$ cat config.mk
export PLATFORM = sky130hd
export DESIGN_NAME = tile_addr_gen
export DESIGN_NICKNAME = d
export VERILOG_FILES = /design/src/rtl/tile_pkg.sv /design/src/rtl/nest2_counter.sv /design/src/rtl/tile_addr_gen.sv
export SDC_FILE = /design/constraint.sdc
export NUM_CORES = 1
export LEC_CHECK = 0
export BUFFER_PORTS_ARGS = -buffer_cell sky130_fd_sc_hd__buf_2
export CAP_MARGIN = 15
export CORE_MARGIN = 2
export CORE_UTILIZATION = 25
export CTS_CLUSTER_DIAMETER = 200
export DETAILED_ROUTE_END_ITERATION = 16
export GPL_TIMING_DRIVEN = 0
export HOLD_SLACK_MARGIN = 0.15
export SETUP_SLACK_MARGIN = 0.2
export SKIP_CTS_REPAIR_TIMING = 1
export SYNTH_ARGS = -nofsm -noshare
export SYNTH_HDL_FRONTEND = slang
export SYNTH_SLANG_ARGS = --single-unit
$ cat constraint.sdc
create_clock -name clk -period 6.5 [get_ports clk]
set_input_delay 0.65 -clock clk [delete_from_list [all_inputs] [get_ports clk]]
set_output_delay 0.65 -clock clk [all_outputs]
set_load 0.03 [all_outputs]
$ cat src/rtl/tile_pkg.sv
// Shared constants for the tile fetch engine.
// Every RTL file that needs the tile geometry imports this package.

package tile_pkg;

    ////////////////////
    // Buffer geometry.
    localparam int data_w    = 16;    // Width of one feature word.
    localparam int addr_w    = 10;    // Buffer address width.
    localparam int buf_depth = 1024;  // Number of words in the feature buffer.

    ////////////////////
    // Tile shape, fixed at build time.
    localparam int tile_cols  = 8;    // Words per tile row.
    localparam int tile_rows  = 4;    // Rows per tile.
    localparam int row_stride = 32;   // Words between two feature map rows.
    localparam int cnt_w      = 8;    // Must hold tile_cols and tile_rows.

    ////////////////////
    // Output queue.
    localparam int queue_depth = 2;
    localparam int qcnt_w      = $clog2(queue_depth + 1);  // Occupancy 0 to queue_depth.
    localparam int qptr_w      = (queue_depth > 1) ? $clog2(queue_depth) : 1;

    // Address generator FSM encoding.
    localparam logic [1:0] st_idle  = 2'd0;  // Waiting for a command.
    localparam logic [1:0] st_prime = 2'd1;  // Moving the counter out of idle.
    localparam logic [1:0] st_walk  = 2'd2;  // Issuing reads.

endpackage

$ cat src/rtl/nest2_counter.sv
// Two-level nested counter that walks a column index inside a row index.
// Rests at its maximum counts when idle; the first enable starts it at zero, zero.

`timescale 1ns/1ps

module nest2_counter #(
    parameter int cnt_w  = 8,
    parameter int n0_max = 8,
    parameter int n1_max = 4
) (
    input  logic             ena,
    input  logic             syn_rst,

    output logic [cnt_w-1:0] cnt0,
    output logic [cnt_w-1:0] cnt1,

    output logic             done,

    input  logic             clk,
    input  logic             rst
);

    logic cnt0_full;
    logic cnt1_full;
    logic full_q;

    ////////////////////
    // Full flags.

    // cnt0 is full on the last column of a row.
    assign cnt0_full = (cnt0 == cnt_w'(n0_max - 1));

    // The combined flag marks the last position of the whole walk.
    assign cnt1_full = (cnt1 == cnt_w'(n1_max - 1)) && cnt0_full;

    always_ff @(posedge clk or posedge rst) begin
        if (rst) begin
            full_q <= 1'b0;
        end else begin
            full_q <= cnt1_full;
        end
    end

    // One-cycle pulse on the rising edge of the combined full flag.
    assign done = cnt1_full && !full_q;

    ////////////////////
    // Column count.

    always_ff @(posedge clk or posedge rst) begin
        if (rst) begin
            cnt0 <= cnt_w'(n0_max);
        end else if (syn_rst) begin
            cnt0 <= cnt_w'(n0_max);           // Back to the idle maximum.
        end else if (ena) begin
            if (cnt0 == cnt_w'(n0_max)) begin
                cnt0 <= '0;                   // Leave idle.
            end else if (cnt0_full) begin
                cnt0 <= '0;                   // Wrap at the end of a row.
            end else begin
                cnt0 <= cnt0 + 1'b1;
            end
        end
    end

    ////////////////////
    // Row count.

    // The row only moves when the column wraps, or when leaving idle.
    always_ff @(posedge clk or posedge rst) begin
        if (rst) begin
            cnt1 <= cnt_w'(n1_max);
        end else if (syn_rst) begin
            cnt1 <= cnt_w'(n1_max);
        end else if (ena) begin
            if (cnt1 == cnt_w'(n1_max)) begin
                cnt1 <= '0;
            end else if (cnt0_full) begin
                if (cnt1 == cnt_w'(n1_max - 1)) begin
                    cnt1 <= '0;               // Roll back after the last position.
                end else begin
                    cnt1 <= cnt1 + 1'b1;
                end
            end
        end
    end

endmodule

$ cat src/rtl/tile_addr_gen.sv
// Accepts a tile base address and walks the tile row by row.
// Issues one buffer read per cycle while the output queue has room for it.

`timescale 1ns/1ps

module tile_addr_gen (
    input  logic                        cmd_valid,
    input  logic [tile_pkg::addr_w-1:0] cmd_base,
    output logic                        cmd_ready,

    input  logic [tile_pkg::qcnt_w-1:0] q_count,

    output logic                        rd_en,
    output logic [tile_pkg::addr_w-1:0] rd_addr,
    output logic                        rd_last,

    input  logic                        clk,
    input  logic                        rst
);

    import tile_pkg::*;

    logic [1:0]        state;
    logic [addr_w-1:0] base_q;
    logic              in_flight;   // A read was issued last cycle.
    logic              done_hold;   // Last position reached, read not yet issued.

    logic              ena;
    logic              syn_rst;
    logic [cnt_w-1:0]  cnt0;
    logic [cnt_w-1:0]  cnt1;
    logic              done;

    logic [qcnt_w:0]   pending;
    logic              credit_ok;
    logic              last_hit;
    logic [addr_w-1:0] row_off;
    logic [addr_w-1:0] col_off;

    nest2_counter #(
        .cnt_w  (cnt_w),
        .n0_max (tile_cols),
        .n1_max (tile_rows)
    ) nest2_counter_i (
        .ena     (ena),
        .syn_rst (syn_rst),
        .cnt0    (cnt0),
        .cnt1    (cnt1),
        .done    (done),
        .clk     (clk),
        .rst     (rst)
    );

    ////////////////////
    // Credit and read issue.

    // Words already in the queue plus the one still coming back from the buffer.
    assign pending   = {1'b0, q_count} + {{qcnt_w{1'b0}}, in_flight};
    assign credit_ok = (pending < (qcnt_w + 1)'(queue_depth));

    // The done pulse may fall on a stalled cycle, so it is held until used.
    assign last_hit = done || done_hold;

    assign rd_en   = (state == st_walk) && credit_ok;
    assign rd_last = rd_en && last_hit;

    assign row_off = addr_w'(cnt1 * row_stride);
    assign col_off = addr_w'(cnt0);
    assign rd_addr = base_q + row_off + col_off;  // Wraps at the buffer size.

    assign ena       = (state == st_prime) || rd_en;
    assign syn_rst   = rd_last;                    // Park the counter after the tile.
    assign cmd_ready = (state == st_idle);

    ////////////////////
    // Control FSM.

    always_ff @(posedge clk or posedge rst) begin
        if (rst) begin
            state     <= st_idle;
            in_flight <= 1'b0;
            done_hold <= 1'b0;
        end else begin
            in_flight <= rd_en;

            if (rd_last) begin
                done_hold <= 1'b0;
            end else if (done) begin
                done_hold <= 1'b1;
            end

            case (state)
                st_idle:  if (cmd_valid) state <= st_prime;
                st_prime: state <= st_walk;
                st_walk:  if (rd_last) state <= st_idle;
                default:  state <= st_idle;
            endcase
        end
    end

    // Base address of the tile in progress.
    always_ff @(posedge clk) begin
        if (cmd_valid && cmd_ready) begin
            base_q <= cmd_base;
        end
    end

endmodule

Yosys cells after proc, flatten, opt, wreduce, memory -nomap -nowiden. Index checks and enable logic that the tools add are counted.

Order comparisons: 1. Add/sub/neg operators: 5. Equal/unequal tests: 8. Mux-type cells: 14. Reductions and logical operators: 14.

Operators with widths (count): 2-to-1 mux 8 bit (9); adder 8 x 1 -> 8 bit (second input constant) (2); == test 8 x 3 -> 1 bit (second input constant) (2); adder 10 bit (1); adder 10 x 8 -> 10 bit (1); == test 8 x 2 -> 1 bit (second input constant) (1); == test 8 x 4 -> 1 bit (second input constant) (1); case mux 2 bit (3 select lines) (1); logical AND 1 bit (5); 2-to-1 mux 2 bit (2); != test 2 bit (second input constant) (2); AND reduction 2 bit (2); nonzero test 2 bit (2); adder 2 x 1 -> 3 bit (1); < comparator 3 x 2 -> 1 bit (second input constant) (1); nonzero test 3 bit (1); == test 2 x 1 -> 1 bit (second input constant) (1); == test 2 bit (second input constant) (1); zero test 2 bit (1); logical OR 1 bit (2); 2-to-1 mux 1 bit (2); zero test 1 bit (1).

Bits of input ports: 15. Flip-flop bits (word level): 31.

Depth between registers and ports, before layout.
Depth after elaboration: 7. Gate-level depth with buffers: 8. Mapped depth without buffers: 8.

Cells and area by module. Synthesis repeated with hierarchy kept, for this count alone.

Cells, all modules: 192. Area total of the unflattened synthesis: 2035.7 sq um.

By module, submodules not included: nest2_counter (sequential area each 427.9 sq um, times used 1, area each 1086.0 sq um, cells each 114); tile_addr_gen (sequential area each 400.4 sq um, times used 1, area each 949.7 sq um, cells each 78).

Worst setup path before layout. OpenSTA, ideal clock, no wires.

Path kind: reg2out. From: register nest2_counter_i.cnt0[1]. To: output port rd_addr[9] (netlist bit). Path buffers: 0. Stages on the path, launching flop included: 9. Setup slack: 3583 ps. Data arrival time: 2267 ps. Path through: dfrtp_1 ha_1 ha_1 fa_1 a21o_1 a211oi_1 nor2_1 o22ai_1 xnor2_1.

Cells in the longest elaborated chain, start to end: 1.

RTL lines: start: declaration (line nest2_counter.sv:14) `output logic [cnt_w-1:0] cnt0,`; start signal: assignment (line nest2_counter.sv:52) `cnt0 <= cnt_w'(n0_max);`; start signal: assignment (line nest2_counter.sv:54) `cnt0 <= cnt_w'(n0_max);`; start signal: assignment (line nest2_counter.sv:61) `cnt0 <= cnt0 + 1'b1;`; adder 10 x 8 -> 10 bit (line tile_addr_gen.sv:69) `assign rd_addr = base_q + row_off + col_off;`; end: declaration (line tile_addr_gen.sv:14) `output logic [tile_pkg::addr_w-1:0] rd_addr,`.

No other way between the ends.

Worst setup path after layout. Ends and elaborated chain as after synthesis.

==> results by group <==
Synth
  • Synth Cell Area: 0.00197 mm²
  • Synthesized-area fraction occupied by adder cells: 15.5%
  • Ys flop type: dfrtp_1
  • Post-synthesis simple-gate area fraction: 18.9%
  • Synth area leaders: dfrtp_1 (24%), edfxtp_1 (15%), ha_1 (11%)
  • Synth unique cells: 47
  • Largest family of logic cells by synthesized area: simple AND/OR/NAND/NOR gates
  • Xor-xnor portion of the synthesized cell area: roughly 5.8%
  • Syn Nets: ~230
  • Post-Syn Area per Cell: 10.3 µm²
  • Post-Syn Instances: between 150 and 200
  • Post-synthesis mux area share: 0%
  • Synth top area share: 24.2%
  • Synth Warn #: 0
  • #FFs+latches synth: 31
  • Sequential-to-total area share from yosys stat: 42.1%
  • Post-synth top area cell: dfrtp_1
  • Post-synth EDFFs: 10
  • Synth Area in Compound Gates: 14.3%
  • FFs w/ async S/R, synth: between 60% and 70%

Floorplanning
  • Cell row count: 32
  • # IOs: 28
  • Initial Util: 25.6%
  • Die extent in y: 92.7 µm
  • DIE WIDTH: between 90 and 100 µm
  • Core box area: 0.00769 mm²
  • Die area: about 0.0086 mm²

Clock network
  • CTS H-tree depth: 2
  • Clock slew at reported path FFs: ~0.07 ns
  • CTS Buffer Depth: 2
  • CTS tree: built
  • Clk sink count: 31
  • Clock latency on the worst-skew pair: a little under 0.3 ns
  • CTS root buf: clkbuf_8
  • CTS Buf Count: 5

STA
  • Post-route worst setup slack: 3.10 ns
  • Max-slew violations: 0
  • Setup TNS: 0 ns
  • Period utilization: 52.2%
  • Setup violators final: 0
  • Worst-Margin Slew: slightly above 0.8 ns
  • Slew Limit Headroom: 44.6%
  • RSZ-0062 raised after global routing: false
  • Fin Hold WS: 0.518 ns
  • Crit path time final: between 3 and 4 ns
  • Fmax: 0.295 GHz
  • Worst Skew: a little under 0.007 ns
  • Hold Fails Final Rpt: 0

Route
  • Vias per cell: ~4.5
  • Final wirelength: 3.95 mm
  • 1st-iter DRT viols: about 50
  • Drt drc: 0
  • Vias: 1,460
  • ANT nets after route: 0
  • Pre-antenna DRT Iters: 4
  • Wirelength per Cell: 12.0 µm

Place
  • Placed Area: 0.00223 mm²
  • Final HPWL DP: 2.97 mm
  • RePlAce Congestion: 0.829
  • PortBufs: 27
  • Place WS: 3.41 ns

Finish
  • Commonest non-fill, non-tap cell in the layout: buf_2
  • Layout area overhead: 18.1%
  • Layout Nets: 262
  • Layout cell share with drive strength beyond 1: between 20% and 30%
  • Most frequent cells in the layout: buf_2 (29), dfrtp_1 (19), ha_1 (18)
  • Layout fillers: 820
  • Final instance area: 0.00232 mm²
  • Ant diodes: 0

Setup path
  • Element type at the critical path end: output port
  • Worst EP required: 5.85 ns
  • Worst-path fanout max: 5
  • Critical path arrival: 2.75 ns
  • Cell mode on critical path: ha_1
  • CP peak stage delay: roughly 0.43 ns
  • WP buf/inv: 1
  • Cell family with most CP delay: adder cells
  • Critical Path, Cell by Cell: ha_1 -> ha_1 -> fa_1 -> a21o_1 -> a211oi_1 -> nor2_1 -> o22ai_1 -> xnor2_1 -> buf_2
  • Critical-path top delay cell: dfrtp_1
  • CP Depth: 9
  • Crit start category: register
  • R2r worst-path depth: 6
  • WS Path Type: reg2out

GRT
  • Antenna violations before repair: 0
  • First-pass GRT wire length: 6.44 mm
  • Grt ovf: 0
  • Total global routing track utilization: under 10%
  • Largest net degree at the start of global routing: 22
  • Vias in the first global route: 1,396

Power
  • Power per cell area: approximately 330 mW/mm²
  • P_leak: 0.994 nW
  • Total power: 0.766 mW
  • Highest ir drop seen on vdd: 0.116 mV

Min path
  • Tightest Hold Check Type: in2async

Job
  • Max-Cap Viols: 0

Status
  • Status: complete, no violations
## worst paths after layout
check	start	end	slack (ns)
min reg2reg	nest2_counter_i.cnt1[6]$_DFFE_PP0P_	nest2_counter_i.cnt1[6]$_DFFE_PP0P_	0.52
max reg2reg	nest2_counter_i.cnt0[4]$_DFFE_PP0P_	nest2_counter_i.cnt1[6]$_DFFE_PP0P_	4.43
max	nest2_counter_i.cnt0[1]$_DFFE_PP0P_	rd_addr[9]	3.10
max in group asynchronous	rst	nest2_counter_i.cnt1[1]$_DFFE_PP0P_	5.47
min in group clk	nest2_counter_i.cnt1[6]$_DFFE_PP0P_	nest2_counter_i.cnt1[6]$_DFFE_PP0P_	0.52
min	rst	nest2_counter_i.cnt1[0]$_DFFE_PP0P_	0.52
## state kept, by name, summed over array words and instances, names as in the netlist
register                flops
base_q                     10
nest2_counter_i.cnt0        8
nest2_counter_i.cnt1        8
state                       2
done_hold                   1
in_flight                   1
nest2_counter_i.full_q      1
## area by class of cell
type | count | area, µm² | area share [%]
timing repair buffer | 27 | 135 | 5.82
tap | 102 | 128 | 5.50
inverter | 11 | 41.3 | 1.78
sequential | 31 | 828 | 35.7
clock buffer | 6 | 82.6 | 3.56
buffer | 4 | 25.0 | 1.08
clock inverter | 2 | 11.3 | 0.485
multi-input combinational | 145 | 1070 | 46.1
## kinds of logic after synthesis
family / after synthesis
and+or+nand+nor: 71
AOI/OAI and AO/OA: 39
DFF: 31
adders and majority gates: 22
buffers and inverters: 15
xor gates and xnor gates: 13
## report_power, final
part | switching [mW] | internal [mW]
clock network | 0.0751 | 0.0844
logic | 0.220 | 0.133
registers | 0.0301 | 0.224
total | 0.325 | 0.441
## Yosys cell counts (2+ instances only)
| cell type | count |
|---|---|
| xor2_1 | 3 |
| fa_1 | 4 |
| dfstp_2 | 2 |
| ha_1 | 18 |
| nand3b_1 | 3 |
| a21oi_1 | 7 |
| nor2b_1 | 3 |
| xnor2_1 | 10 |
| o22ai_1 | 2 |
| nand2b_1 | 4 |
| a2bb2oi_1 | 3 |
| o21ai_0 | 7 |
| nand4_1 | 2 |
| or3_1 | 3 |
| nand2_1 | 16 |
| inv_1 | 11 |
| and2_1 | 4 |
| a21o_1 | 2 |
| dfrtp_1 | 19 |
| a211oi_1 | 3 |
| edfxtp_1 | 10 |
| nor2_1 | 17 |
| buf_2 | 2 |
| o31ai_1 | 3 |
| and3_1 | 2 |
| or2_2 | 3 |
| nor3_1 | 3 |
| o31ai_2 | 3 |
| nand3_1 | 4 |
## metrics by stage
| step | util, % | std cells |
|---|---|---|
| final | 30.2 | 328 |
| after global routing | 30.2 | 328 |
| after CTS | 30.2 | 328 |
| after detailed placement | 29.0 | 320 |
| after global placement | 29.0 | 320 |
| after floorplan | - | 191 |
## per-layer routing
metal  wire (µm)  track usage, %  vias to the layer above
li1            -               -                      747
met1        1880            12.2                      690
met2        1850            15.6                       17
met3         155            3.50                        6
met4          67            4.04                        0
met5           0               0                        -
## worst reg2reg max path: cells and delay by family, from the launching register on
family | cells | cell delay (ns)
buffers and inverters | 1 | 0.23
flip-flops | 1 | 0.41
AND/OR/NAND/NOR | 2 | 0.82
AO/OA/AOI/OAI | 3 | 0.48
Note: power is estimated with default switching activity, not from simulation.
