$ cat config.mk
export PLATFORM = sky130hd
export DESIGN_NAME = tile_out_queue
export DESIGN_NICKNAME = d
export VERILOG_FILES = /design/src/rtl/tile_pkg.sv /design/src/rtl/tile_out_queue.sv
export SDC_FILE = /design/constraint.sdc
export NUM_CORES = 1
export LEC_CHECK = 0
export ABC_CLOCK_PERIOD_IN_PS = 2170
export BUFFER_PORTS_ARGS = -buffer_cell sky130_fd_sc_hd__buf_2
export CAP_MARGIN = 25
export CELL_PAD_IN_SITES_DETAIL_PLACEMENT = 1
export CELL_PAD_IN_SITES_GLOBAL_PLACEMENT = 1
export CORE_MARGIN = 4
export CORE_UTILIZATION = 30
export CTS_CLUSTER_DIAMETER = 80
export DETAILED_ROUTE_END_ITERATION = 10
export PLACE_DENSITY = 0.68
export RECOVER_POWER = 50
export SYNTH_ARGS = -nofsm -noshare
export SYNTH_HDL_FRONTEND = slang
export SYNTH_SLANG_ARGS = --single-unit
$ cat constraint.sdc
create_clock -name clk -period 2.17 [get_ports clk]
set_input_delay 0.434 -clock clk [delete_from_list [all_inputs] [get_ports clk]]
set_output_delay 0.434 -clock clk [all_outputs]
set_load 0.1 [all_outputs]
$ cat src/rtl/tile_pkg.sv
// Shared constants for the tile fetch engine.
// Every RTL file that needs the tile geometry imports this package.

package tile_pkg;

    ////////////////////
    // Buffer geometry.
    localparam int data_w    = 16;    // Width of one feature word.
    localparam int addr_w    = 10;    // Buffer address width.
    localparam int buf_depth = 1024;  // Number of words in the feature buffer.

    ////////////////////
    // Tile shape, fixed at build time.
    localparam int tile_cols  = 8;    // Words per tile row.
    localparam int tile_rows  = 4;    // Rows per tile.
    localparam int row_stride = 32;   // Words between two feature map rows.
    localparam int cnt_w      = 8;    // Must hold tile_cols and tile_rows.

    ////////////////////
    // Output queue.
    localparam int queue_depth = 2;
    localparam int qcnt_w      = $clog2(queue_depth + 1);  // Occupancy 0 to queue_depth.
    localparam int qptr_w      = (queue_depth > 1) ? $clog2(queue_depth) : 1;

    // Address generator FSM encoding.
    localparam logic [1:0] st_idle  = 2'd0;  // Waiting for a command.
    localparam logic [1:0] st_prime = 2'd1;  // Moving the counter out of idle.
    localparam logic [1:0] st_walk  = 2'd2;  // Issuing reads.

endpackage

$ cat src/rtl/tile_out_queue.sv
// Small FIFO between the feature buffer and the output stream.
// Holds each word with its last flag and reports its occupancy to the address generator.

`timescale 1ns/1ps

module tile_out_queue (
    input  logic                        in_valid,
    input  logic [tile_pkg::data_w-1:0] in_data,
    input  logic                        in_last,

    output logic [tile_pkg::qcnt_w-1:0] q_count,

    output logic                        out_valid,
    output logic [tile_pkg::data_w-1:0] out_data,
    output logic                        out_last,
    input  logic                        out_ready,

    input  logic                        clk,
    input  logic                        rst
);

    import tile_pkg::*;

    logic [data_w-1:0] data_mem [queue_depth];
    logic              last_mem [queue_depth];

    logic [qptr_w-1:0] wr_ptr;
    logic [qptr_w-1:0] rd_ptr;
    logic [qcnt_w-1:0] count;

    logic              push;
    logic              pop;

    assign push = in_valid;               // The credit check guarantees room.
    assign pop  = out_valid && out_ready;

    assign out_valid = (count != '0);
    assign out_data  = data_mem[rd_ptr];
    assign out_last  = last_mem[rd_ptr];

    // Occupancy once this cycle's pop has left, so a draining queue keeps full rate.
    assign q_count = count - qcnt_w'(pop);

    ////////////////////
    // Storage.

    always_ff @(posedge clk) begin
        if (push) begin
            data_mem[wr_ptr] <= in_data;
            last_mem[wr_ptr] <= in_last;
        end
    end

    ////////////////////
    // Pointers and count.

    always_ff @(posedge clk or posedge rst) begin
        if (rst) begin
            wr_ptr <= '0;
            rd_ptr <= '0;
            count  <= '0;
        end else begin
            if (push) begin
                wr_ptr <= (wr_ptr == qptr_w'(queue_depth - 1)) ? '0 : wr_ptr + 1'b1;
            end
            if (pop) begin
                rd_ptr <= (rd_ptr == qptr_w'(queue_depth - 1)) ? '0 : rd_ptr + 1'b1;
            end
            case ({push, pop})
                2'b10:   count <= count + 1'b1;
                2'b01:   count <= count - 1'b1;
                default: count <= count;      // Both or neither leave it unchanged.
            endcase
        end
    end

endmodule

# Word-level counts from Yosys, hierarchy flattened
# Memory sizes are Yosys's and may differ from the RTL's.
# Cells that the tools add are included.
# word_totals
ff_bits	4
ram_bits	34
in_bits	21
output_inout_bits	20
word_cells	20
n_memories	2
# memory_table
memory	depth	width	rd	rd_ports_with_merged_regs	wr	line	rtl
data_mem	2	16	1	0	1	tile_out_queue.sv:24	logic [data_w-1:0] data_mem [queue_depth];
last_mem	2	1	1	0	1	tile_out_queue.sv:25	logic last_mem [queue_depth];
# classes
add_sub_neg	5
eq_ne	2
mux	5
n_reduce_logical	3
# op_table
op	n
$mux 1	4
$pmux 2 s2	1
$reduce_bool 2->1	2
$add 1x1->1 const B	2
$add 2x1->2 const B	1
$eq 2x1->1 const B	1
$eq 2x2->1 const B	1
$sub 2x1->2	1
$sub 2x1->2 const B	1
$logic_and 1x1->1	1

# Longest topological paths before layout
# Gate-level depths: netlist of run 1.
# logic_depth
word_depth	4
mapped_depth	6
mapped_depth_nobuf	6

# Worst setup path before layout of run 1
# No wires, ideal clock.
# synth_path
path_kind	flip-flop to output port
start	register count[0]
end	output q_count[1] in the netlist's numbering
arrival_time_ps	2609
required_ps	1736
path_slack_ps	-873
stages_incl_launch_ff	5
path_cell_list	dfrtp_1 -> or2_4 -> and2_4 -> ha_1 -> xor2_1
# synth_via
elab_chain_len	3
# synth_lines
item	line	rtl
start: declaration	tile_out_queue.sv:29	logic [qcnt_w-1:0] count;
start signal: assignment	tile_out_queue.sv:70	2'b10: count <= count + 1'b1;
start signal: assignment	tile_out_queue.sv:71	2'b01: count <= count - 1'b1;
start signal: assignment	tile_out_queue.sv:72	default: count <= count;
$reduce_bool 2->1	tile_out_queue.sv:37	assign out_valid = (count != '0);
named net out_valid	tile_out_queue.sv:13	output logic out_valid,
$logic_and 1x1->1	tile_out_queue.sv:35	assign pop = out_valid && out_ready;
$sub 2x1->2	tile_out_queue.sv:42	assign q_count = count - qcnt_w'(pop);
end: declaration	tile_out_queue.sv:11	output logic [tile_pkg::qcnt_w-1:0] q_count,
# The timed path passes the listed nets, and every way through them passes these cells.

# Worst setup path in the final report of run 1
# layout_path
start	register count[1]
end	output q_count[0] in the netlist's numbering
# layout_via
elab_chain_len	3
# layout_lines
item	line
$reduce_bool 2->1	tile_out_queue.sv:37
$logic_and 1x1->1	tile_out_queue.sv:35
$sub 2x1->2	tile_out_queue.sv:42
# No other way between the ends.

==> results of run 1 <==
## cell type report
cell class / instances / area share [%]
timing repair buffer: 45 / 23.5
clock inverter: 2 / 0.409
sequential: 38 / 52.4
inverter: 4 / 0.876
multi-input combinational: 30 / 15.5
tap: 67 / 3.91
clock buffer: 6 / 3.39
## registers in the layout, summed over array words and instances (netlist names)
signal / cells
count: 2
data_mem: 32
last_mem: 2
rd_ptr: 1
wr_ptr: 1
## worst max path at each step
stage	start	endpoint	slack [ns]	cells after the start
after floorplan	count[1]$_DFFE_PP0P_	q_count[1]	-0.03	4
after global placement	count[1]$_DFFE_PP0P_	q_count[0]	0.38	5
after detailed placement	count[1]$_DFFE_PP0P_	q_count[0]	0.34	5
after CTS	count[1]$_DFFE_PP0P_	q_count[0]	0.02	5
after global routing	count[0]$_DFFE_PP0P_	q_count[0]	0.009	5
final	count[1]$_DFFE_PP0P_	q_count[0]	0.09	5
## stage by stage
stage / worst slack, ns / TNS [ns] / utilization (%) / instances / area, um2
2_1_floorplan: -0.0289 / -0.0289 / - / 74 / 1500
5_1_grt: 0.00885 / 0 / 45.4 / 192 / 2140
4_1_cts: 0.0152 / 0 / 45.6 / 191 / 2160
6_report: 0.0908 / 0 / 45.4 / 192 / 2140
3_5_place_dp: 0.335 / 0 / 43.9 / 183 / 2070
3_3_place_gp: 0.375 / 0 / 43.9 / 183 / 2070
## routing by layer
metal  up-vias  routed length [um]  global-route usage, %  part of all wire (%)
met4         0                  65                   4.80                   2.3
met2        30                1550                   18.5                    55
met3         7                 152                   3.83                   5.4
li1        374                   -                      -                     -
met1       379                1060                   10.2                    37
met5         -                   0                      0                     0
## worst max-delay path, delay by kind of cell, from the launching register on
kind | cells | cell delay, ns
and+or+nand+nor | 2 | 0.41
DFF | 1 | 0.42
buffers and inverters | 2 | 0.26
adders and majority gates | 1 | 0.27
## cell usage after synthesis, drive strengths merged
library cell / number
edfxtp: 34
mux2: 17
dfrtp: 4
inv: 4
xor2: 4
and2: 2
buf: 2
ha: 2
nor2: 2
xnor2: 2
or2: 1
## timing repair
action                                  in CTS  in global routing
buffers inserted                             0                  1
endpoints found under the setup margin       0                  2
endpoints found under the hold margin        0                  0
## cell families (layout without fill, tap and decap cells)
kind of cell	Yosys count	in the layout
DFF	38	38
muxes	17	17
xor gates and xnor gates	6	6
buffers and inverters	6	57
and+or+nand+nor	5	5
adders and majority gates	2	2
==> impl_results.md, run 1 <==
- R2R cell count: 5
- Crit-path max cell delay: between 0.4 and 0.5 ns
- 1st-iter DRT viols: 19
- Clk Latency, worst-skew pair: 0.28 ns
- Die Ht: roughly 80 um
- Hold Vio Cnt, Final: 0
- Synth Area in Compound Gates: 0%
- Cells after Synth: 74
- Die area: 6040 um2
- Root buf cell: clkbuf_8
- Largest area contributor in the netlist: edfxtp_1
- RD Place Congestion: 0.658
- Syn. warnings: 0
- Critical-path maximum fanout: 3
- DRC violations left: 0
- Cell chain of the critical path: or2_4 -> and2_4 -> ha_4 -> clkinvlp_4 -> buf_12
- Hold_buf cts: 0
- Distinct cells, synth: 12
- Area of the multi-input gates: ~330 um2
- Largest family of logic cells by synthesized area: multiplexers
- Number of core rows: 25
- Worst Path Required: between 1.5 and 2 ns
- Flop and latch count out of synthesis: 38
- Core area: 4720 um2
- Synth Net Count: between 90 and 100
- WL final: 2830 um
- Clk sinks: 38
- Min-delay worst type: input port to async pin
- Reg2reg start: count[1]$_DFFE_PP0P_
- Clk slew on worst S/H paths: 0.07 ns
- Slowest-stage cell, CP: dfrtp_2
- Synth top area cells: edfxtp_1 70%, mux2_2 13%, dfrtp_1 6.9%
- Nets: 147
- Crit Path Category: register to output port
- Total CTS buffers: 5
- Fmax: between 400 and 500 MHz
- Drt pass-1 iters: 2
- Status: complete, no violations
- # IOs: between 40 and 50
- Worst R2R End: count[1]$_DFFE_PP0P_
- Initial Util: 30.9%
- Most common cell after layout, fill and taps aside: edfxtp_1
- Post-CTS Resized: 0
- Hold slack: 0.0333 ns
- Area delta synth->final: 46.8%
- Filler cell count: 457
- Clock Skew: 0.00543 ns
- Post-Syn Area: 1460 um2
- H-tree levels: 2
- Worst reg-to-reg setup slack: 0.64 ns
- Max clock buf depth: 2
- Vias: 790
- Vias per cell: 4.11
- CP Capture Type: output port
- Largest net degree at the start of global routing: 16
- Final Critical Period: 2.08 ns
- First-pass GRT wire length: ~4500 um
- Sequential area share after synthesis: 76.8%
- Global route overflow: 0
- Seq. cell area: 1120 um2
- XOR/XNOR share of the synthesized area: 3.60%
- Commonest cells after routing, fill and taps aside: 34 x edfxtp_1, 19 x buf_12, 17 x mux2_2
- Initial antenna violation count: 0
- Worst slew margin: 63.3%
- I/O Buffers: 40
- Antenna diodes: 0
- Number of global-route vias before repair: ~900
- Final setup vio count: 0
- Post-Synth Simple-Gate Area: 2.14%
- Mean Syn Cell Area: 19.7 um2
- Adder-Cell Fraction of Synth Area: 1.72%
- Tcrit/Tclk final: about 96%
- Tightest Pin Transition: 0.551 ns
- Post-synthesis mux area share: between 10% and 20%
- TritonCTS clock tree: built
- Wire length per cell: roughly 15 um
- Crit path DAT: 1.65 ns
- Area share of the largest cell type after synthesis: between 60% and 70%
- Max-slew violation count: 0
- RSZ-0062 raised after global routing: false
- Share of post-route cells with drive strength above 1: about half
- Routed Antenna Nets: 0
- Die X: 77.7 um
- CP Launch Type: register
- Max cap viols: 0
- DP Wirelength: 2230 um
- Overall Global Routing Usage: 10.2%
Power of run 1 is not shown: default switching activity piles up to over one toggle a cycle in this logic, so the estimate is an artifact.
==> run 2: changes to the inputs <==
--- a/config.mk
+++ b/config.mk
@@ -6,7 +6,7 @@
 export NUM_CORES = 1
 export LEC_CHECK = 0
 export ABC_CLOCK_PERIOD_IN_PS = 2170
-export BUFFER_PORTS_ARGS = -buffer_cell sky130_fd_sc_hd__buf_2
+export BUFFER_PORTS_ARGS = -buffer_cell sky130_fd_sc_hd__buf_4
 export CAP_MARGIN = 25
 export CELL_PAD_IN_SITES_DETAIL_PLACEMENT = 1
 export CELL_PAD_IN_SITES_GLOBAL_PLACEMENT = 1
==> run 2 against run 1 <==
Against the previous run:
- via count is 0.76% higher
- sequential cell count stayed put
- wire length is 2.8% higher
- critical path depth stayed put
- global-route usage is 0.28 points higher
- non-clock buffer count stayed put
- utilization is 3.8 points lower
==> impl_results.md, run 2 (synthesis gave the netlist of run 1 again) <==
- Status: complete, no violations
- Crit Path Category: register to output port
- Final Critical Period: 2.08 ns (+0.000982 ns)
- H-tree levels: 2 (unchanged)
- I/O Buffers: 40 (unchanged)
- Most common cell after layout, fill and taps aside: edfxtp_1
- Cell chain of the critical path: or2_4 -> and2_4 -> ha_4 -> clkinvlp_4 -> buf_6
- Wire length per cell: 15.1 um (+2.8%)
- First-pass GRT wire length: 4650 um (+2.9%)
- Antenna diodes: 0 (unchanged)
- Max-slew violation count: 0 (unchanged)
- Clk Latency, worst-skew pair: 0.28 ns (about the same)
- Hold Vio Cnt, Final: 0 (unchanged)
- Final instance area: 1960 um2 (-8.3%)
- CP Capture Type: output port
- Fmax: 481 MHz (about the same)
- Slowest-stage cell, CP: dfrtp_2
- Number of core rows: 25 (unchanged)
- # IOs: 41 (unchanged)
- Die area: 6040 um2 (unchanged)
- TritonCTS clock tree: built
- Worst Path Required: 1.74 ns (about the same)
- Number of global-route vias before repair: 911 (+0.33%)
- Post-DP Area: 1880 um2 (-9.3%)
- Largest regs: data_mem (32), count (2), last_mem (2)
- Drt pass-1 iters: 3 (+1)
- Clock Skew: 0.00397 ns (-0.00147 ns)
- Initial antenna violation count: 0 (unchanged)
- Root buf cell: clkbuf_8
- DRC violations left: 0 (unchanged)
- Share of post-route cells with drive strength above 1: 54.4% (+4.0 points)
- Max clock buf depth: 2 (unchanged)
- RSZ-0062 raised after global routing: false
- Max cap viols: 0 (unchanged)
- Final setup vio count: 0 (unchanged)
- Hold slack: 0.0393 ns (+0.00593 ns)
- Final Util: 41.6% (-3.8 points)
- Commonest cells after routing, fill and taps aside: 34 x edfxtp_1, 25 x buf_4, 17 x mux2_2
- Tightest Pin Transition: 0.608 ns (+0.0571 ns)
- Setup TNS: 0 ns (unchanged)
- Min-delay worst type: input port to async pin
- Clk slew on worst S/H paths: 0.07 ns (about the same)
- Area of the multi-input gates: 332 um2 (unchanged)
- Seq. cell area: 1120 um2 (unchanged)
- Largest net degree at the start of global routing: 16 (unchanged)
- Crit-path max cell delay: 0.42 ns (about the same)
- Max FFs per register: 32 (unchanged)
- Vias per cell: 4.15 (+0.76%)
- Vias: 796 (+0.76%)
- CP Launch Type: register
- Critical-path maximum fanout: 3 (unchanged)
- Hold_buf cts: 0 (unchanged)
- RD Place Congestion: 0.679 (+3.2%)
- DP Wirelength: 2080 um (-6.8%)
- Total CTS buffers: 5 (unchanged)
- Largest Register: data_mem
- Global route overflow: 0 (unchanged)
- WL final: 2900 um (+2.8%)
- Die Ht: 77.7 um (unchanged)
- Nets: 147 (unchanged)
- Die X: 77.7 um (unchanged)
- Filler cell count: 496 (+8.5%)
- Area delta synth->final: 34.6%
- Crit path DAT: 1.65 ns (about the same)
- Initial Util: 30.9% (unchanged)
- 1st-iter DRT viols: 30 (+11)
- Routed Antenna Nets: 0 (unchanged)
- Worst slew margin: 59.4% (-3.8 points)
- Tcrit/Tclk final: 95.9% (about the same)
- Clk sinks: 38 (unchanged)
- Overall Global Routing Usage: 10.5% (+0.28 points)
- Core area: 4720 um2 (unchanged)
[run 2: through the flow]
step | setup slack (ns) | instances
global placement | 0.314 | 182
CTS | 0.0108 | 190
global route | 0.0377 | 192
detailed placement | 0.272 | 182
finish | 0.0899 | 192
floorplan | -0.0289 | 74
[run 2: path summary, 6_finish.rpt]
check | start | end | slack, ns | depth (start not counted)
worst min register to register | wr_ptr$_DFFE_PP0P_ | wr_ptr$_DFFE_PP0P_ | 0.49 | 1
worst max-delay path | count[1]$_DFFE_PP0P_ | q_count[0] | 0.09 | 5
min in group clk | in_valid | wr_ptr$_DFFE_PP0P_ | 0.33 | 2
max in group asynchronous | rst | count[1]$_DFFE_PP0P_ | 1.95 | 2
worst max register to register | count[1]$_DFFE_PP0P_ | count[1]$_DFFE_PP0P_ | 0.63 | 5
worst min-delay path | rst | count[0]$_DFFE_PP0P_ | 0.04 | 2
[run 2: layout make-up]
cell class | count | area share [%]
flip-flops and latches | 38 | 57.1
multi-input cells | 30 | 16.9
repair buffers | 45 | 16.6
well taps | 67 | 4.27
clock buffers | 6 | 3.69
inverters | 4 | 0.955
clock inverters | 2 | 0.446
[run 2: timing repair]
action,4_1_cts,5_1_grt
resized for setup,3,0
setup buffers,0,2
endpoints found under the setup margin,2,2
[run 2: critical path: cells and delay by family, from the launching register on]
| family | cells | cell delay [ns] |
|---|---|---|
| flip-flops | 1 | 0.42 |
| adder cells (fa/ha/maj) | 1 | 0.27 |
| buffers and inverters | 2 | 0.25 |
| AND/OR/NAND/NOR | 2 | 0.41 |
[run 2: metal layers]
| layer | vias up | wire [um] | global-route usage, % |
|---|---|---|---|
| met5 | - | 0 | 0 |
| met4 | 0 | 64 | 6.41 |
| met3 | 5 | 171 | 3.02 |
| met2 | 30 | 1600 | 18.5 |
| met1 | 393 | 1060 | 10.9 |
| li1 | 368 | - | - |
Power of run 2 is left out for the same reason.
==> run 3: changes to the inputs <==
--- a/config.mk
+++ b/config.mk
@@ -9,12 +9,12 @@
 export BUFFER_PORTS_ARGS = -buffer_cell sky130_fd_sc_hd__buf_4
 export CAP_MARGIN = 25
 export CELL_PAD_IN_SITES_DETAIL_PLACEMENT = 1
-export CELL_PAD_IN_SITES_GLOBAL_PLACEMENT = 1
+export CELL_PAD_IN_SITES_GLOBAL_PLACEMENT = 2
 export CORE_MARGIN = 4
 export CORE_UTILIZATION = 30
 export CTS_CLUSTER_DIAMETER = 80
 export DETAILED_ROUTE_END_ITERATION = 10
-export PLACE_DENSITY = 0.68
+export PLACE_DENSITY = 0.75
 export RECOVER_POWER = 50
 export SYNTH_ARGS = -nofsm -noshare
 export SYNTH_HDL_FRONTEND = slang
==> run 3 against run 2 <==
Against the previous run:
- register-to-register slack hardly changed
- cell count rose by 1.0%
- worst setup slack worse by 0.0015 ns
- die area did not move
- via count up 1.3%
- clock skew is 0.00057 ns higher
- hold slack is essentially flat
- critical path depth is the same
- sequential cell count did not move
- cell area rose by 1.9%
- wire length is 3.3% lower
- maximum frequency barely moved
==> impl_results.md, run 3 (synthesis gave the netlist of run 1 again) <==
- Status: complete, no violations
- Crit-path leading delay family: flip-flops
- GRT met2 Usage: 17.9% (-0.60 points)
- Worst R2R End: count[1]$_DFFE_PP0P_
- CP Depth: 5 (unchanged)
- Slowest-stage cell, CP: dfrtp_2
- Max-slew violation count: 0 (unchanged)
- Hold_buf cts: 0 (unchanged)
- Critical-path maximum fanout: 3 (unchanged)
- Max clock buf depth: 2 (unchanged)
- Met1 Usage GRT: 9.48% (-1.4 points)
- Die X: 77.7 um (unchanged)
- Core area: 4720 um2 (unchanged)
- Initial Util: 30.9% (unchanged)
- Max FFs per register: 32 (unchanged)
- Largest Register: data_mem
- Die Ht: 77.7 um (unchanged)
- Pre-CTS setup slack: 0.290 ns (+0.0186 ns)
- WL final: 2810 um (-3.3%)
- Largest regs: data_mem (32), count (2), last_mem (2)
- Overall Global Routing Usage: 9.75% (-0.74 points)
- Final Critical Period: 2.08 ns (+0.00149 ns)
- Clk Latency, worst-skew pair: 0.28 ns (about the same)
- Cell chain of the critical path: or2_4 -> and2_4 -> ha_4 -> clkinvlp_4 -> buf_6
- Hold Vio Cnt, Final: 0 (unchanged)
- # placed instances: 184 (+1.1%)
- Most common cell after layout, fill and taps aside: edfxtp_1
- Nets: 149 (+1.4%)
- Worst Path Required: 1.74 ns (about the same)
- Drt pass-1 iters: 4 (+1)
- RD Place Congestion: 0.635 (-6.5%)
- Clk sinks: 38 (unchanged)
- Worst slew margin: 59.1% (-0.38 points)
- Crit path DAT: 1.65 ns (about the same)
- Clk slew on worst S/H paths: 0.08 ns (about the same)
- GR peak layer: met2
- Fmax: 480 MHz (about the same)
- Final instance area: 2000 um2 (+1.9%)
- Crit Path Category: register to output port
- CP Capture Type: output port
- Global route overflow: 0 (unchanged)
- DP Wirelength: 2080 um (-0.35%)
- DRC violations left: 0 (unchanged)
- Number of core rows: 25 (unchanged)
- Initial antenna violation count: 0 (unchanged)
- Wire length per cell: 14.5 um (-4.3%)
- Die area: 6040 um2 (unchanged)
- Filler cell count: 472 (-4.8%)
- Max cap viols: 0 (unchanged)
- Final setup vio count: 0 (unchanged)
- Met3 Use GR: 4.29% (+1.3 points)
- Post-DP Area: 1890 um2 (+0.67%)
- Vias: 806 (+1.3%)
- Area delta synth->final: 37.2%
- Vias per cell: 4.15 (+0.21%)
- TritonCTS clock tree: built
- H-tree levels: 2 (unchanged)
- Reg2reg start: count[1]$_DFFE_PP0P_
- First-pass GRT wire length: 4440 um (-4.6%)
- Number of global-route vias before repair: 928 (+1.9%)
- Crit-path max cell delay: 0.43 ns (about the same)
- Routed Antenna Nets: 0 (unchanged)
- Crit path setup slack, layout: 0.0884 ns (-0.00149 ns)
- Antenna diodes: 0 (unchanged)
- Tcrit/Tclk final: 95.9% (about the same)
- Commonest cells after routing, fill and taps aside: 34 x edfxtp_1, 25 x buf_4, 17 x mux2_2
- # IOs: 41 (unchanged)
- R2R cell count: 5 (unchanged)
- Clock Skew: 0.00453 ns (+0.000567 ns)
- Worst reg-to-reg setup slack: 0.62 ns (about the same)
- Final non-filler cell total: 194 (+1.0%)
- RSZ-0062 raised after global routing: false
- 1st-iter DRT viols: 22 (-27%)
- Tightest Pin Transition: 0.614 ns (+0.00607 ns)
- Crit path buffers/inverters: 2 (unchanged)
- Total CTS buffers: 5 (unchanged)
- CP Launch Type: register
- Share of post-route cells with drive strength above 1: 53.5% (-0.86 points)
- Min-delay worst type: input port to async pin
- I/O Buffers: 40 (unchanged)
- Largest net degree at the start of global routing: 13 (-3)
- Root buf cell: clkbuf_8
run 3: changes by cell type in the layout (fill, tap and decap cells not counted):
cell	previous run	this run
bufinv_16	0	1
and2_1	0	1
clkinv_1	1	0
clkbuf_4	12	11
clkbuf_1	7	10
buf_12	0	1
buf_8	1	0
clkinvlp_4	1	2
clkinv_2	1	0
and2_0	1	0
run 3: worst register-to-register path: cells and delay by family (launching register included):
family,cells,cell delay (ns)
simple gates,3,0.56
flops,1,0.43
fa+ha+maj,1,0.30
xor+xnor,1,0.18
run 3: stage by stage:
step                      hold slack (ns)  TNS [ns]  util, %
after floorplan                     0.200   -0.0289        -
after global placement              0.335         0     40.1
after detailed placement            0.344         0     40.1
after CTS                          0.0260         0     42.6
after global routing               0.0421         0     42.4
final                              0.0390         0     42.4
run 3: area by class of cell:
class,instances,area (um2),area share [%]
flip-flops and latches,38,1120,56.1
repair buffers,47,335,16.8
multi-input cells,30,332,16.6
well taps,67,83.8,4.19
clock buffers,6,72.6,3.62
clock inverters,2,37.5,1.88
inverters,4,18.8,0.938
run 3: what timing repair did:
action,in CTS,in global routing
endpoints found under the hold margin,0,0
endpoints found under the setup margin,2,2
gates resized for setup,2,2
buffers inserted,0,2
pin swaps,0,0
run 3: how the worst max path moves through the flow:
stage	start	end	slack, ns
global placement	count[1]$_DFFE_PP0P_	q_count[1]	0.31
detailed placement	count[1]$_DFFE_PP0P_	q_count[1]	0.29
global route	count[0]$_DFFE_PP0P_	q_count[0]	0.03
finish	count[1]$_DFFE_PP0P_	q_count[0]	0.09
CTS	count[1]$_DFFE_PP0P_	q_count[1]	0.01
floorplan	count[1]$_DFFE_PP0P_	q_count[1]	-0.03
run 3: metal layers:
layer / share of wire, % / vias to the layer above
met1: 34 / 403
met3: 6.8 / 6
li1: - / 373
met4: 1.5 / 0
met5: 0 / -
met2: 57 / 24
Power of run 3 is left out for the same reason.
